==> config.mk <==
export PLATFORM = sky130hd
export DESIGN_NAME = tproc_top
export DESIGN_NICKNAME = d
export VERILOG_FILES = /design/src/hw/tproc_port_pkg.sv /design/src/hw/tproc_ctrl_pkg.sv /design/src/hw/tproc_ctrl.sv /design/src/hw/tproc_time.sv /design/src/hw/tproc_cmd_stage.sv /design/src/hw/tproc_port_fifo.sv /design/src/hw/tproc_port_disp.sv /design/src/hw/tproc_top.sv
export VERILOG_INCLUDE_DIRS = /design/src /design/src/hw
export SDC_FILE = /design/constraint.sdc
export NUM_CORES = 2
export LEC_CHECK = 0
export CAP_MARGIN = 30
export CORE_ASPECT_RATIO = 0.75
export CORE_MARGIN = 1
export CORE_UTILIZATION = 55
export DETAILED_ROUTE_END_ITERATION = 10
export DONT_BUFFER_PORTS = 1
export PLACE_DENSITY_LB_ADDON = 0.2
export SYNTH_ARGS = -nofsm -noshare
export SYNTH_HDL_FRONTEND = slang
export SYNTH_SLANG_ARGS = --single-unit
==> constraint.sdc <==
create_clock -name c_clk_i -period 10.2 [get_ports c_clk_i]
set_input_delay 0.51 -clock c_clk_i [delete_from_list [all_inputs] [get_ports c_clk_i]]
set_output_delay 0.51 -clock c_clk_i [all_outputs]
set_load 0.01 [all_outputs]
==> src/hw/tproc_cfg.svh <==
////////////////////////////////////////////////////////////
// Port index and FIFO address widths must match the port
// count and depth below; the full flag sits at depth minus 2
////////////////////////////////////////////////////////////

`ifndef TPROC_CFG_SVH
`define TPROC_CFG_SVH

// Absolute time and stamp width
`define TPROC_TIME_W    48

// Output data port payload
`define TPROC_DATA_W    32

// Output data ports and their index width
`define TPROC_DPORT_QTY 4
`define TPROC_PORT_AW   2

// Per port FIFO, depth is 2**AW
`define TPROC_FIFO_AW   3

`endif

==> src/hw/tproc_port_pkg.sv <==
////////////////////////////////////////////////////////////
// Timed port data types, widths come from the cfg header
////////////////////////////////////////////////////////////

`default_nettype none

`include "tproc_cfg.svh"

package tproc_port_pkg;

   // Absolute time, also used for stamps and offsets
   typedef logic [`TPROC_TIME_W-1:0] time_t;

   // Output port payload
   typedef logic [`TPROC_DATA_W-1:0] data_t;

   // Output data port select
   typedef logic [`TPROC_PORT_AW-1:0] port_idx_t;

endpackage

`default_nettype wire

==> src/hw/tproc_ctrl_pkg.sv <==
////////////////////////////////////////////////////////////
// Processor control encodings, state values are reported
// on the top level state output
////////////////////////////////////////////////////////////

`default_nettype none

package tproc_ctrl_pkg;

   // Processor state machine
   typedef enum logic [2:0] {
      T_RST  = 3'd0,
      P_RST  = 3'd1,
      T_INIT = 3'd2,
      STOP   = 3'd3,
      PLAY   = 3'd4,
      PAUSE  = 3'd5,
      UPDATE = 3'd6
   } proc_state_t;

   // External command port opcodes
   typedef enum logic [1:0] {
      CMD_PORT_WR = 2'd0,
      CMD_REF_SET = 2'd1,
      CMD_REF_INC = 2'd2
   } cmd_op_t;

endpackage

`default_nettype wire

==> src/hw/tproc_ctrl.sv <==
////////////////////////////////////////////////////////////
// Strobes are registered, so a strobe acts one edge later
// Offset is only valid after an init or update strobe
////////////////////////////////////////////////////////////

`timescale 1ns/10ps
`default_nettype none

`include "tproc_cfg.svh"

module tproc_ctrl (
   input  wire                               c_clk_i,
   input  wire                               c_rst_ni,
   input  wire                               proc_rst_i,
   input  wire                               proc_run_i,
   input  wire                               proc_stop_i,
   input  wire                               proc_pause_i,
   input  wire                               time_rst_i,
   input  wire                               time_init_i,
   input  wire                               time_updt_i,
   input  wire tproc_port_pkg::time_t        offset_dt_i,
   input  wire                               any_full_i,
   output logic                              time_en_o,
   output logic                              time_rst_o,
   output logic                              time_init_o,
   output logic                              time_updt_o,
   output tproc_port_pkg::time_t             offset_o,
   output logic                              proc_rst_o,
   output logic                              core_en_o,
   output tproc_ctrl_pkg::proc_state_t       state_o
);

   tproc_ctrl_pkg::proc_state_t state_q;
   tproc_ctrl_pkg::proc_state_t state_d;
   logic p_rst_q, p_run_q, p_stop_q, p_pause_q;
   logic t_rst_q, t_init_q, t_updt_q;
   logic run_st;

   // STROBE CAPTURE
   ////////////////////////////////////////////////////////////
   always_ff @(posedge c_clk_i or negedge c_rst_ni) begin
      if (!c_rst_ni) begin
         p_rst_q   <= 1'b0;
         p_run_q   <= 1'b0;
         p_stop_q  <= 1'b0;
         p_pause_q <= 1'b0;
         t_rst_q   <= 1'b0;
         t_init_q  <= 1'b0;
         t_updt_q  <= 1'b0;
      end else begin
         p_rst_q   <= proc_rst_i;
         p_run_q   <= proc_run_i;
         p_stop_q  <= proc_stop_i;
         p_pause_q <= proc_pause_i;
         t_rst_q   <= time_rst_i;
         t_init_q  <= time_init_i;
         t_updt_q  <= time_updt_i;
      end
   end

   // Offset follows the strobe that will use it
   always_ff @(posedge c_clk_i) begin
      if (time_init_i || time_updt_i) begin
         offset_o <= offset_dt_i;
      end
   end

   // STATE MACHINE
   ////////////////////////////////////////////////////////////
   always_ff @(posedge c_clk_i or negedge c_rst_ni) begin
      if (!c_rst_ni) begin
         state_q <= tproc_ctrl_pkg::T_RST;
      end else begin
         state_q <= state_d;
      end
   end

   always_comb begin
      // One cycle states move on by themselves
      case (state_q)
         tproc_ctrl_pkg::T_RST:  state_d = tproc_ctrl_pkg::P_RST;
         tproc_ctrl_pkg::P_RST:  state_d = tproc_ctrl_pkg::STOP;
         tproc_ctrl_pkg::T_INIT: state_d = tproc_ctrl_pkg::PLAY;
         tproc_ctrl_pkg::UPDATE: state_d = tproc_ctrl_pkg::PLAY;
         default:                state_d = state_q;
      endcase
      // Strobe priority, highest first
      if (p_rst_q) begin
         state_d = tproc_ctrl_pkg::P_RST;
      end else if (t_rst_q) begin
         state_d = tproc_ctrl_pkg::T_RST;
      end else if (t_init_q) begin
         state_d = tproc_ctrl_pkg::T_INIT;
      end else if (p_stop_q) begin
         state_d = tproc_ctrl_pkg::STOP;
      end else if (p_run_q) begin
         state_d = tproc_ctrl_pkg::PLAY;
      end else if (t_updt_q) begin
         state_d = tproc_ctrl_pkg::UPDATE;
      end else if (p_pause_q) begin
         state_d = tproc_ctrl_pkg::PAUSE;
      end
   end

   // State decode
   always_comb begin
      time_en_o   = 1'b0;
      time_rst_o  = 1'b0;
      time_init_o = 1'b0;
      time_updt_o = 1'b0;
      proc_rst_o  = 1'b0;
      run_st      = 1'b0;
      case (state_q)
         tproc_ctrl_pkg::T_RST: time_rst_o = 1'b1;
         tproc_ctrl_pkg::P_RST: proc_rst_o = 1'b1;
         tproc_ctrl_pkg::T_INIT: begin
            proc_rst_o  = 1'b1;
            time_init_o = 1'b1;
         end
         tproc_ctrl_pkg::PLAY: begin
            time_en_o = 1'b1;
            run_st    = 1'b1;
         end
         tproc_ctrl_pkg::PAUSE: time_en_o = 1'b1;
         tproc_ctrl_pkg::UPDATE: begin
            time_updt_o = 1'b1;
            time_en_o   = 1'b1;
            run_st      = 1'b1;
         end
         default: run_st = 1'b0;
      endcase
   end

   // Blocking mode, any full FIFO stalls the command source
   assign core_en_o = run_st & ~any_full_i;
   assign state_o   = state_q;

   // Time counter sees at most one load command per cycle
   assert property (@(posedge c_clk_i) disable iff (!c_rst_ni)
      $onehot0({time_rst_o, time_init_o, time_updt_o}));

endmodule

`default_nettype wire

==> src/hw/tproc_time.sv <==
////////////////////////////////////////////////////////////
// Counter wraps silently at 2**48
////////////////////////////////////////////////////////////

`timescale 1ns/10ps
`default_nettype none

`include "tproc_cfg.svh"

module tproc_time (
   input  wire                         c_clk_i,
   input  wire                         c_rst_ni,
   input  wire                         time_en_i,
   input  wire                         time_rst_i,
   input  wire                         time_init_i,
   input  wire                         time_updt_i,
   input  wire tproc_port_pkg::time_t  offset_i,
   output tproc_port_pkg::time_t       time_abs_o
);

   tproc_port_pkg::time_t time_q;

   // Reset, load, add, then free running count
   always_ff @(posedge c_clk_i or negedge c_rst_ni) begin
      if (!c_rst_ni) begin
         time_q <= '0;
      end else if (time_rst_i) begin
         time_q <= '0;
      end else if (time_init_i) begin
         time_q <= offset_i;
      end else if (time_updt_i) begin
         time_q <= time_q + offset_i;
      end else if (time_en_i) begin
         time_q <= time_q + tproc_port_pkg::time_t'(1);
      end
   end

   assign time_abs_o = time_q;

endmodule

`default_nettype wire

==> src/hw/tproc_cmd_stage.sv <==
////////////////////////////////////////////////////////////
// Commands offered while core_en_i is low are dropped
////////////////////////////////////////////////////////////

`timescale 1ns/10ps
`default_nettype none

`include "tproc_cfg.svh"

module tproc_cmd_stage (
   input  wire                              c_clk_i,
   input  wire                              c_rst_ni,
   input  wire                              proc_rst_i,
   input  wire                              core_en_i,
   input  wire                              cmd_valid_i,
   input  wire tproc_ctrl_pkg::cmd_op_t     cmd_op_i,
   input  wire tproc_port_pkg::port_idx_t   cmd_port_i,
   input  wire tproc_port_pkg::time_t       cmd_time_i,
   input  wire tproc_port_pkg::data_t       cmd_data_i,
   output logic [`TPROC_DPORT_QTY-1:0]      push_o,
   output tproc_port_pkg::time_t            stamp_o,
   output tproc_port_pkg::data_t            data_o
);

   tproc_port_pkg::time_t ref_q;
   logic cmd_acc;

   assign cmd_acc = cmd_valid_i & core_en_i;

   // Time reference
   always_ff @(posedge c_clk_i or negedge c_rst_ni) begin
      if (!c_rst_ni) begin
         ref_q <= '0;
      end else if (proc_rst_i) begin
         ref_q <= '0;
      end else if (cmd_acc) begin
         case (cmd_op_i)
            tproc_ctrl_pkg::CMD_REF_SET: ref_q <= cmd_time_i;
            tproc_ctrl_pkg::CMD_REF_INC: ref_q <= ref_q + cmd_time_i;
            default:                     ref_q <= ref_q;
         endcase
      end
   end

   // One-hot push toward the port FIFOs
   always_ff @(posedge c_clk_i or negedge c_rst_ni) begin
      if (!c_rst_ni) begin
         push_o <= '0;
      end else begin
         push_o <= '0;
         if (cmd_acc && cmd_op_i == tproc_ctrl_pkg::CMD_PORT_WR) begin
            push_o[cmd_port_i] <= 1'b1;
         end
      end
   end

   // Stamp is relative time plus the reference at acceptance
   always_ff @(posedge c_clk_i) begin
      if (cmd_acc) begin
         stamp_o <= cmd_time_i + ref_q;
         data_o  <= cmd_data_i;
      end
   end

endmodule

`default_nettype wire

==> src/hw/tproc_port_fifo.sv <==
////////////////////////////////////////////////////////////
// Full rises two entries early to absorb the push pipeline
////////////////////////////////////////////////////////////

`timescale 1ns/10ps
`default_nettype none

module tproc_port_fifo #(
   parameter int DW = 80,
   parameter int AW = 3
) (
   input  wire            c_clk_i,
   input  wire            c_rst_ni,
   input  wire            flush_i,
   input  wire            push_i,
   input  wire [DW-1:0]   data_i,
   input  wire            pop_i,
   output logic [DW-1:0]  data_o,
   output logic           empty_o,
   output logic           full_o
);

   localparam int DEPTH = 1 << AW;
   localparam logic [AW:0] FULL_LVL = (AW+1)'(DEPTH - 2);

   logic [DW-1:0] mem [DEPTH];
   logic [AW-1:0] wr_ptr, rd_ptr;
   logic [AW:0]   count;
   logic          full_true, do_push, do_pop;

   // Top count bit only set at exactly DEPTH entries
   assign full_true = count[AW];
   assign do_push   = push_i & ~full_true;
   assign do_pop    = pop_i & ~empty_o;

   always_ff @(posedge c_clk_i) begin
      if (do_push) begin
         mem[wr_ptr] <= data_i;
      end
   end

   always_ff @(posedge c_clk_i or negedge c_rst_ni) begin
      if (!c_rst_ni) begin
         wr_ptr <= '0;
         rd_ptr <= '0;
         count  <= '0;
      end else if (flush_i) begin
         wr_ptr <= '0;
         rd_ptr <= '0;
         count  <= '0;
      end else begin
         if (do_push) begin
            wr_ptr <= wr_ptr + 1'b1;
         end
         if (do_pop) begin
            rd_ptr <= rd_ptr + 1'b1;
         end
         case ({do_push, do_pop})
            2'b10:   count <= count + 1'b1;
            2'b01:   count <= count - 1'b1;
            default: count <= count;
         endcase
      end
   end

   // Head word is visible without a pop
   assign data_o  = mem[rd_ptr];
   assign empty_o = (count == '0);
   assign full_o  = (count >= FULL_LVL);

   // Back-pressure upstream must keep the last two slots free
   assert property (@(posedge c_clk_i) disable iff (!c_rst_ni || flush_i)
      push_i |-> !full_true);
   assert property (@(posedge c_clk_i) disable iff (!c_rst_ni || flush_i)
      pop_i |-> !empty_o);

endmodule

`default_nettype wire

==> src/hw/tproc_port_disp.sv <==
////////////////////////////////////////////////////////////
// Items leave one cycle after time reaches their stamp
////////////////////////////////////////////////////////////

`timescale 1ns/10ps
`default_nettype none

`include "tproc_cfg.svh"

module tproc_port_disp (
   input  wire                         c_clk_i,
   input  wire                         c_rst_ni,
   input  wire                         proc_rst_i,
   input  wire                         time_en_i,
   input  wire tproc_port_pkg::time_t  time_abs_i,
   input  wire                         push_i,
   input  wire tproc_port_pkg::time_t  stamp_i,
   input  wire tproc_port_pkg::data_t  data_i,
   output logic                        tvalid_o,
   output tproc_port_pkg::data_t       tdata_o,
   output logic                        empty_o,
   output logic                        full_o
);

   localparam int FIFO_DW = `TPROC_DATA_W + `TPROC_TIME_W;

   logic [FIFO_DW-1:0]    head;
   tproc_port_pkg::time_t head_stamp;
   tproc_port_pkg::data_t head_data;
   logic                  pop;

   tproc_port_fifo #(
      .DW (FIFO_DW),
      .AW (`TPROC_FIFO_AW)
   ) fifo_inst (
      .c_clk_i  (c_clk_i),
      .c_rst_ni (c_rst_ni),
      .flush_i  (proc_rst_i),
      .push_i   (push_i),
      .data_i   ({data_i, stamp_i}),
      .pop_i    (pop),
      .data_o   (head),
      .empty_o  (empty_o),
      .full_o   (full_o)
   );

   assign {head_data, head_stamp} = head;

   // Pop once time has reached the head stamp
   assign pop = ~empty_o & time_en_i & (time_abs_i >= head_stamp);

   always_ff @(posedge c_clk_i or negedge c_rst_ni) begin
      if (!c_rst_ni) begin
         tvalid_o <= 1'b0;
      end else begin
         tvalid_o <= pop;
      end
   end

   // Data holds until the next pulse
   always_ff @(posedge c_clk_i) begin
      if (pop) begin
         tdata_o <= head_data;
      end
   end

endmodule

`default_nettype wire

==> src/hw/tproc_top.sv <==
////////////////////////////////////////////////////////////
// Single clock; drive cmd_valid_i only while core_en_o is high
////////////////////////////////////////////////////////////

`timescale 1ns/10ps
`default_nettype none

`include "tproc_cfg.svh"

module tproc_top (
   input  wire                              c_clk_i,
   input  wire                              c_rst_ni,
   input  wire                              proc_rst_i,
   input  wire                              proc_run_i,
   input  wire                              proc_stop_i,
   input  wire                              proc_pause_i,
   input  wire                              time_rst_i,
   input  wire                              time_init_i,
   input  wire                              time_updt_i,
   input  wire tproc_port_pkg::time_t       offset_dt_i,
   input  wire                              cmd_valid_i,
   input  wire tproc_ctrl_pkg::cmd_op_t     cmd_op_i,
   input  wire tproc_port_pkg::port_idx_t   cmd_port_i,
   input  wire tproc_port_pkg::time_t       cmd_time_i,
   input  wire tproc_port_pkg::data_t       cmd_data_i,
   output tproc_port_pkg::time_t            t_time_abs_o,
   output tproc_ctrl_pkg::proc_state_t      proc_state_o,
   output wire                              core_en_o,
   output wire [`TPROC_DPORT_QTY-1:0]       fifo_full_o,
   output wire [`TPROC_DPORT_QTY-1:0]       fifo_empty_o,
   output wire [`TPROC_DPORT_QTY-1:0]       port_tvalid_o,
   output tproc_port_pkg::data_t            port_tdata_o [`TPROC_DPORT_QTY]
);

   wire time_en, time_rst, time_init, time_updt;
   wire proc_rst, core_en;
   tproc_port_pkg::time_t offset;
   tproc_port_pkg::time_t stamp;
   tproc_port_pkg::data_t data;
   wire [`TPROC_DPORT_QTY-1:0] push;

   // CONTROL AND TIME
   ////////////////////////////////////////////////////////////
   tproc_ctrl ctrl_inst (
      .c_clk_i      (c_clk_i),
      .c_rst_ni     (c_rst_ni),
      .proc_rst_i   (proc_rst_i),
      .proc_run_i   (proc_run_i),
      .proc_stop_i  (proc_stop_i),
      .proc_pause_i (proc_pause_i),
      .time_rst_i   (time_rst_i),
      .time_init_i  (time_init_i),
      .time_updt_i  (time_updt_i),
      .offset_dt_i  (offset_dt_i),
      .any_full_i   (|fifo_full_o),
      .time_en_o    (time_en),
      .time_rst_o   (time_rst),
      .time_init_o  (time_init),
      .time_updt_o  (time_updt),
      .offset_o     (offset),
      .proc_rst_o   (proc_rst),
      .core_en_o    (core_en),
      .state_o      (proc_state_o)
   );

   tproc_time time_inst (
      .c_clk_i     (c_clk_i),
      .c_rst_ni    (c_rst_ni),
      .time_en_i   (time_en),
      .time_rst_i  (time_rst),
      .time_init_i (time_init),
      .time_updt_i (time_updt),
      .offset_i    (offset),
      .time_abs_o  (t_time_abs_o)
   );

   assign core_en_o = core_en;

   // COMMANDS AND PORTS
   ////////////////////////////////////////////////////////////
   tproc_cmd_stage cmd_inst (
      .c_clk_i     (c_clk_i),
      .c_rst_ni    (c_rst_ni),
      .proc_rst_i  (proc_rst),
      .core_en_i   (core_en),
      .cmd_valid_i (cmd_valid_i),
      .cmd_op_i    (cmd_op_i),
      .cmd_port_i  (cmd_port_i),
      .cmd_time_i  (cmd_time_i),
      .cmd_data_i  (cmd_data_i),
      .push_o      (push),
      .stamp_o     (stamp),
      .data_o      (data)
   );

   for (genvar i = 0; i < `TPROC_DPORT_QTY; i++) begin : g_port
      tproc_port_disp disp_inst (
         .c_clk_i    (c_clk_i),
         .c_rst_ni   (c_rst_ni),
         .proc_rst_i (proc_rst),
         .time_en_i  (time_en),
         .time_abs_i (t_time_abs_o),
         .push_i     (push[i]),
         .stamp_i    (stamp),
         .data_i     (data),
         .tvalid_o   (port_tvalid_o[i]),
         .tdata_o    (port_tdata_o[i]),
         .empty_o    (fifo_empty_o[i]),
         .full_o     (fifo_full_o[i])
      );
   end

endmodule

`default_nettype wire

==> impl_metrics.csv <==
group,metric,value,unit
die,floorplan.die_area,220700,um^2
flow_run,max_cap_viol_count,0,
die,core_area,217200,um^2
worst_setup_path,crit-reg2reg-launch,"g_port[3].disp_inst.fifo_inst.rd_ptr[0]",
routing,wire_per_inst,32.48,um
clocking,cts-root-buf,"sky130_fd_sc_hd__clkbuf_16",
global_routing,maximum_number_of_pins_on_one_net_before_global_route_repair,155,
final_layout,ff_latch_area,88470,um^2
worst_hold_path,timing.hold.worst.class,"primary input to flip-flop",
worst_setup_path,timing.critical_path.required,10.97,ns
die,floorplan.initialDensity,0.5540,
sta,setup_viol_count_final,0,
yosys,most_frequent_cells_after_synthesis,"2,816 x sky130_fd_sc_hd__edfxtp_1, 640 x sky130_fd_sc_hd__mux4_2, 304 x sky130_fd_sc_hd__ha_1",
routing,drt-total-wl,308700,um
yosys,synth_edf_count,2816,
power,cellLeakagePower,44.93,nW
clocking,cts_buffers,288,
final_layout,syn2layout_area_growth,13.85,%
clocking,maximum_level_of_the_cts_h_tree,5,
final_layout,number_of_nets_in_the_layout,6810,
placed_design,io_buffers,0,
worst_setup_path,worst_setup_path_start_kind,"flip-flop",
sta,fmax,153.2,MHz
clocking,cts-hold-fix-buffers,140,
clocking,clock_sinks,2970,
yosys,synthesis.yosys.warnings,0,
worst_hold_path,worstHoldEndpoint,"cmd_inst.stamp_o[31]",
global_routing,grt_use_total,0.2810,
yosys,synthFlopType,"sky130_fd_sc_hd__edfxtp_1",
sta,tns,0,ns
yosys,postSynthCellCount,5993,
routing,route.antenna.remaining_nets,0,
worst_setup_path,arrival,7.30,ns
final_layout,fillCellCount,14610,
sta,rsz0062_at_grt,"false",
clocking,cts.repair_timing.setup_buffer_count,0,
placed_design,post_placement_setup_slack,3.672,ns
yosys,synthesis.area_per_instance,20.08,um^2
yosys,synth_seq_area_share,0.7348,
sta,post-route-min-period,6.528,ns
placed_design,detailedPlacementHpwl,180800,um
sta,finalMaxSlewViolations,0,
yosys,area_of_the_mapped_netlist,120300,um^2
die,chipWidth,542.1,um
clocking,clock_insertion_delay_worst_skew,0.86,ns
yosys,synth_seq_cells,2970,
final_layout,area_of_combinational_cells_with_multiple_inputs,30940,um^2
worst_hold_path,hp-start,"cmd_valid_i",
die,io_pins,334,
worst_setup_path,timing.critical_path.fanout_max,42,
yosys,async_flop_share,0.05185,
die,placement_rows,148,
sta,timing.clock.skew,0.04738,ns
sta,finalCritPeriodShare,0.6400,
yosys,cells_taking_the_most_area_after_synthesis,"sky130_fd_sc_hd__edfxtp_1 70%, sky130_fd_sc_hd__mux4_2 12%, sky130_fd_sc_hd__dfrtp_1 3.2%, sky130_fd_sc_hd__ha_1 3.2%, sky130_fd_sc_hd__mux2i_1 2.0%",
power,ir_worst_vdd,0.1269,mV
yosys,synth.lib_cells_used.distinct,78,
final_layout,final_layout_size_suffix_gt1_frac,0.2245,
clocking,clkSlewWorstSetupHoldPaths,0.07,ns
yosys,synthDominantAreaCellType,"sky130_fd_sc_hd__edfxtp_1",
clocking,number_of_gates_resized_after_cts,0,
clocking,cts_tree,"done",
worst_setup_path,regToRegSetupSlack,3.67,ns
worst_setup_path,worst-r2r-cell-count,18,
sta,final.setup.worst_slack,3.672,ns
routing,drt_first_pass_iters,6,
global_routing,vias_in_the_first_global_route,61260,
clocking,clockBufferDepth,4,
worst_setup_path,worst_setup_path_end_kind,"flip-flop",
die,die_height,407.1,um
yosys,synthDominantCellAreaShare,0.7027,
global_routing,gr-total-overflow,0,
sta,max_slew_margin,0.2701,
placed_design,routabilityCongestion,0.8890,
routing,via_count,62040,
worst_setup_path,crit_path_class,"flip-flop to flip-flop",
worst_setup_path,timing.rr.end,"g_port[3].disp_inst.fifo_inst.count[3]",
routing,avgViaCountPerCell,6.528,
routing,dr.first_iter.drc_count,7531,
sta,tightest_slew,1.095,ns
global_routing,grt_antenna_before_repair,11,
routing,detail_route.drc_violations,0,
worst_hold_path,holdPathStages,1,
sta,final_hold_viol_count,0,
power,power_density_over_cell_area,179.4,nW/um^2
global_routing,wire_length_of_the_first_global_routing_pass,440900,um
yosys,synth_most_common_cell,"sky130_fd_sc_hd__edfxtp_1",
yosys,synth_nets,6445,
outcome,status,"finished clean",
state kept, by name, summed over array words and instances, names as in the netlist:
name                               flops
ctrl_inst.t_init_q                     1
cmd_inst.stamp_o                      48
ctrl_inst.p_pause_q                    1
g_port.disp_inst.fifo_inst.count      16
cmd_inst.data_o                       32
g_port.disp_inst.fifo_inst.rd_ptr     12
ctrl_inst.p_run_q                      1
ctrl_inst.state_o                      3
g_port.disp_inst.tvalid_o              4
cmd_inst.push_o                        4
ctrl_inst.t_rst_q                      1
cmd_inst.ref_q                        48
ctrl_inst.t_updt_q                     1
g_port.disp_inst.fifo_inst.mem      2560
ctrl_inst.p_stop_q                     1
g_port.disp_inst.fifo_inst.wr_ptr     12
ctrl_inst.p_rst_q                      1
time_inst.time_abs_o                  48
g_port.disp_inst.tdata_o             128
ctrl_inst.offset_o                    48
logic make-up (layout without fill, tap and decap cells):
family,after synthesis,after routing,synth area share
compound gates,669,669,0.03654
fa+ha+maj,310,310,0.03261
other cells,0,1,0
mux,1013,1013,0.1522
simple gates,599,599,0.02552
xor+xnor,109,109,0.007933
flops,2970,2970,0.7348
buf+inv,323,909,0.01047
worst max-delay path, stage by stage (launching register included):
cell and delay [ns]:
sky130_fd_sc_hd__dfrtp_4 0.85, sky130_fd_sc_hd__buf_4 0.77, sky130_fd_sc_hd__mux4_2 0.60, sky130_fd_sc_hd__mux2_2 0.28
sky130_fd_sc_hd__ha_1 0.26, sky130_fd_sc_hd__nand2b_1 0.14, sky130_fd_sc_hd__a21o_1 0.17, sky130_fd_sc_hd__a21oi_1 0.18
sky130_fd_sc_hd__o21ai_0 0.14, sky130_fd_sc_hd__o31ai_1 0.64, sky130_fd_sc_hd__a211oi_1 0.39, sky130_fd_sc_hd__o21a_1 0.30
sky130_fd_sc_hd__o21ai_1 0.22, sky130_fd_sc_hd__inv_1 0.17, sky130_fd_sc_hd__ha_1 0.32, sky130_fd_sc_hd__a21o_1 0.18
sky130_fd_sc_hd__a21o_1 0.19, sky130_fd_sc_hd__or4_1 0.41, sky130_fd_sc_hd__a31oi_1 0.18
cells in the final DEF, fill, tap and decap left out, types with 109 or more instances in the layout:
master / synthesis / final
sky130_fd_sc_hd__mux2i_1: 241 / 241
sky130_fd_sc_hd__mux2_2: 132 / 132
sky130_fd_sc_hd__mux4_2: 640 / 640
sky130_fd_sc_hd__a21oi_1: 169 / 167
sky130_fd_sc_hd__clkbuf_16: 0 / 298
sky130_fd_sc_hd__edfxtp_1: 2816 / 2816
sky130_fd_sc_hd__dlygate4sd3_1: 0 / 139
sky130_fd_sc_hd__buf_4: 12 / 143
sky130_fd_sc_hd__ha_1: 304 / 303
sky130_fd_sc_hd__nand2_1: 112 / 109
sky130_fd_sc_hd__nand3_1: 109 / 109
sky130_fd_sc_hd__a21o_1: 129 / 129
sky130_fd_sc_hd__dfrtp_1: 154 / 139
power breakdown:
group	internal (mW)	switching (mW)
sequential	13.2	0.135
clock	6.11	4.54
combinational	0.226	0.356
total	19.6	5.03
routing by layer:
| metal | track usage | vias to the layer above | wire length, um |
|---|---|---|---|
| li1 | - | 25610 | - |
| met1 | 0.4206 | 32970 | 129500 |
| met2 | 0.4310 | 3009 | 143400 |
| met3 | 0.05370 | 455 | 27920 |
| met4 | 0.06747 | 4 | 7882 |
| met5 | 0 | - | 27 |
area by class of cell:
class                           instances  share of cell area
Sequential cell                      2970              0.6457
Multi-Input combinational cell       2700              0.2259
Clock buffer                          372             0.05719
Timing Repair Buffer                  361             0.03272
Tap cell                             2925             0.02671
Clock inverter                        139             0.01071
Inverter                               37            0.001014
Antenna cell                            1          0.00001827
through the flow:
step	area (um^2)	hold slack, ns	instances	power (mW)	util
after floorplan	120300	0.2144	5993	13.84	-
after global placement	124400	0.2289	8780	14.08	0.5727
after detailed placement	125300	0.2270	8817	14.11	0.5770
after CTS	136000	0.05203	9468	24.70	0.6263
after global routing	137000	0.06752	9504	25.20	0.6307
final	137000	0.1060	9505	24.58	0.6307
worst max path at each step:
stage / from / endpoint / slack [ns] / cells past startpoint
after floorplan: g_port[3].disp_inst.fifo_inst.count[3] / g_port[3].disp_inst.fifo_inst.mem[0][0] / 1.29 / 2
after global placement: g_port[3].disp_inst.fifo_inst.rd_ptr[0] / g_port[3].disp_inst.fifo_inst.count[3] / 3.64 / 18
after detailed placement: g_port[3].disp_inst.fifo_inst.rd_ptr[0] / g_port[3].disp_inst.fifo_inst.count[3] / 3.67 / 18
after CTS: g_port[3].disp_inst.fifo_inst.rd_ptr[0] / g_port[3].disp_inst.fifo_inst.count[3] / 3.66 / 18
after global routing: g_port[3].disp_inst.fifo_inst.rd_ptr[0] / g_port[3].disp_inst.fifo_inst.count[3] / 3.32 / 18
final: g_port[3].disp_inst.fifo_inst.rd_ptr[0] / g_port[3].disp_inst.fifo_inst.count[3] / 3.67 / 18
Note: power is estimated with default switching activity, not from simulation.
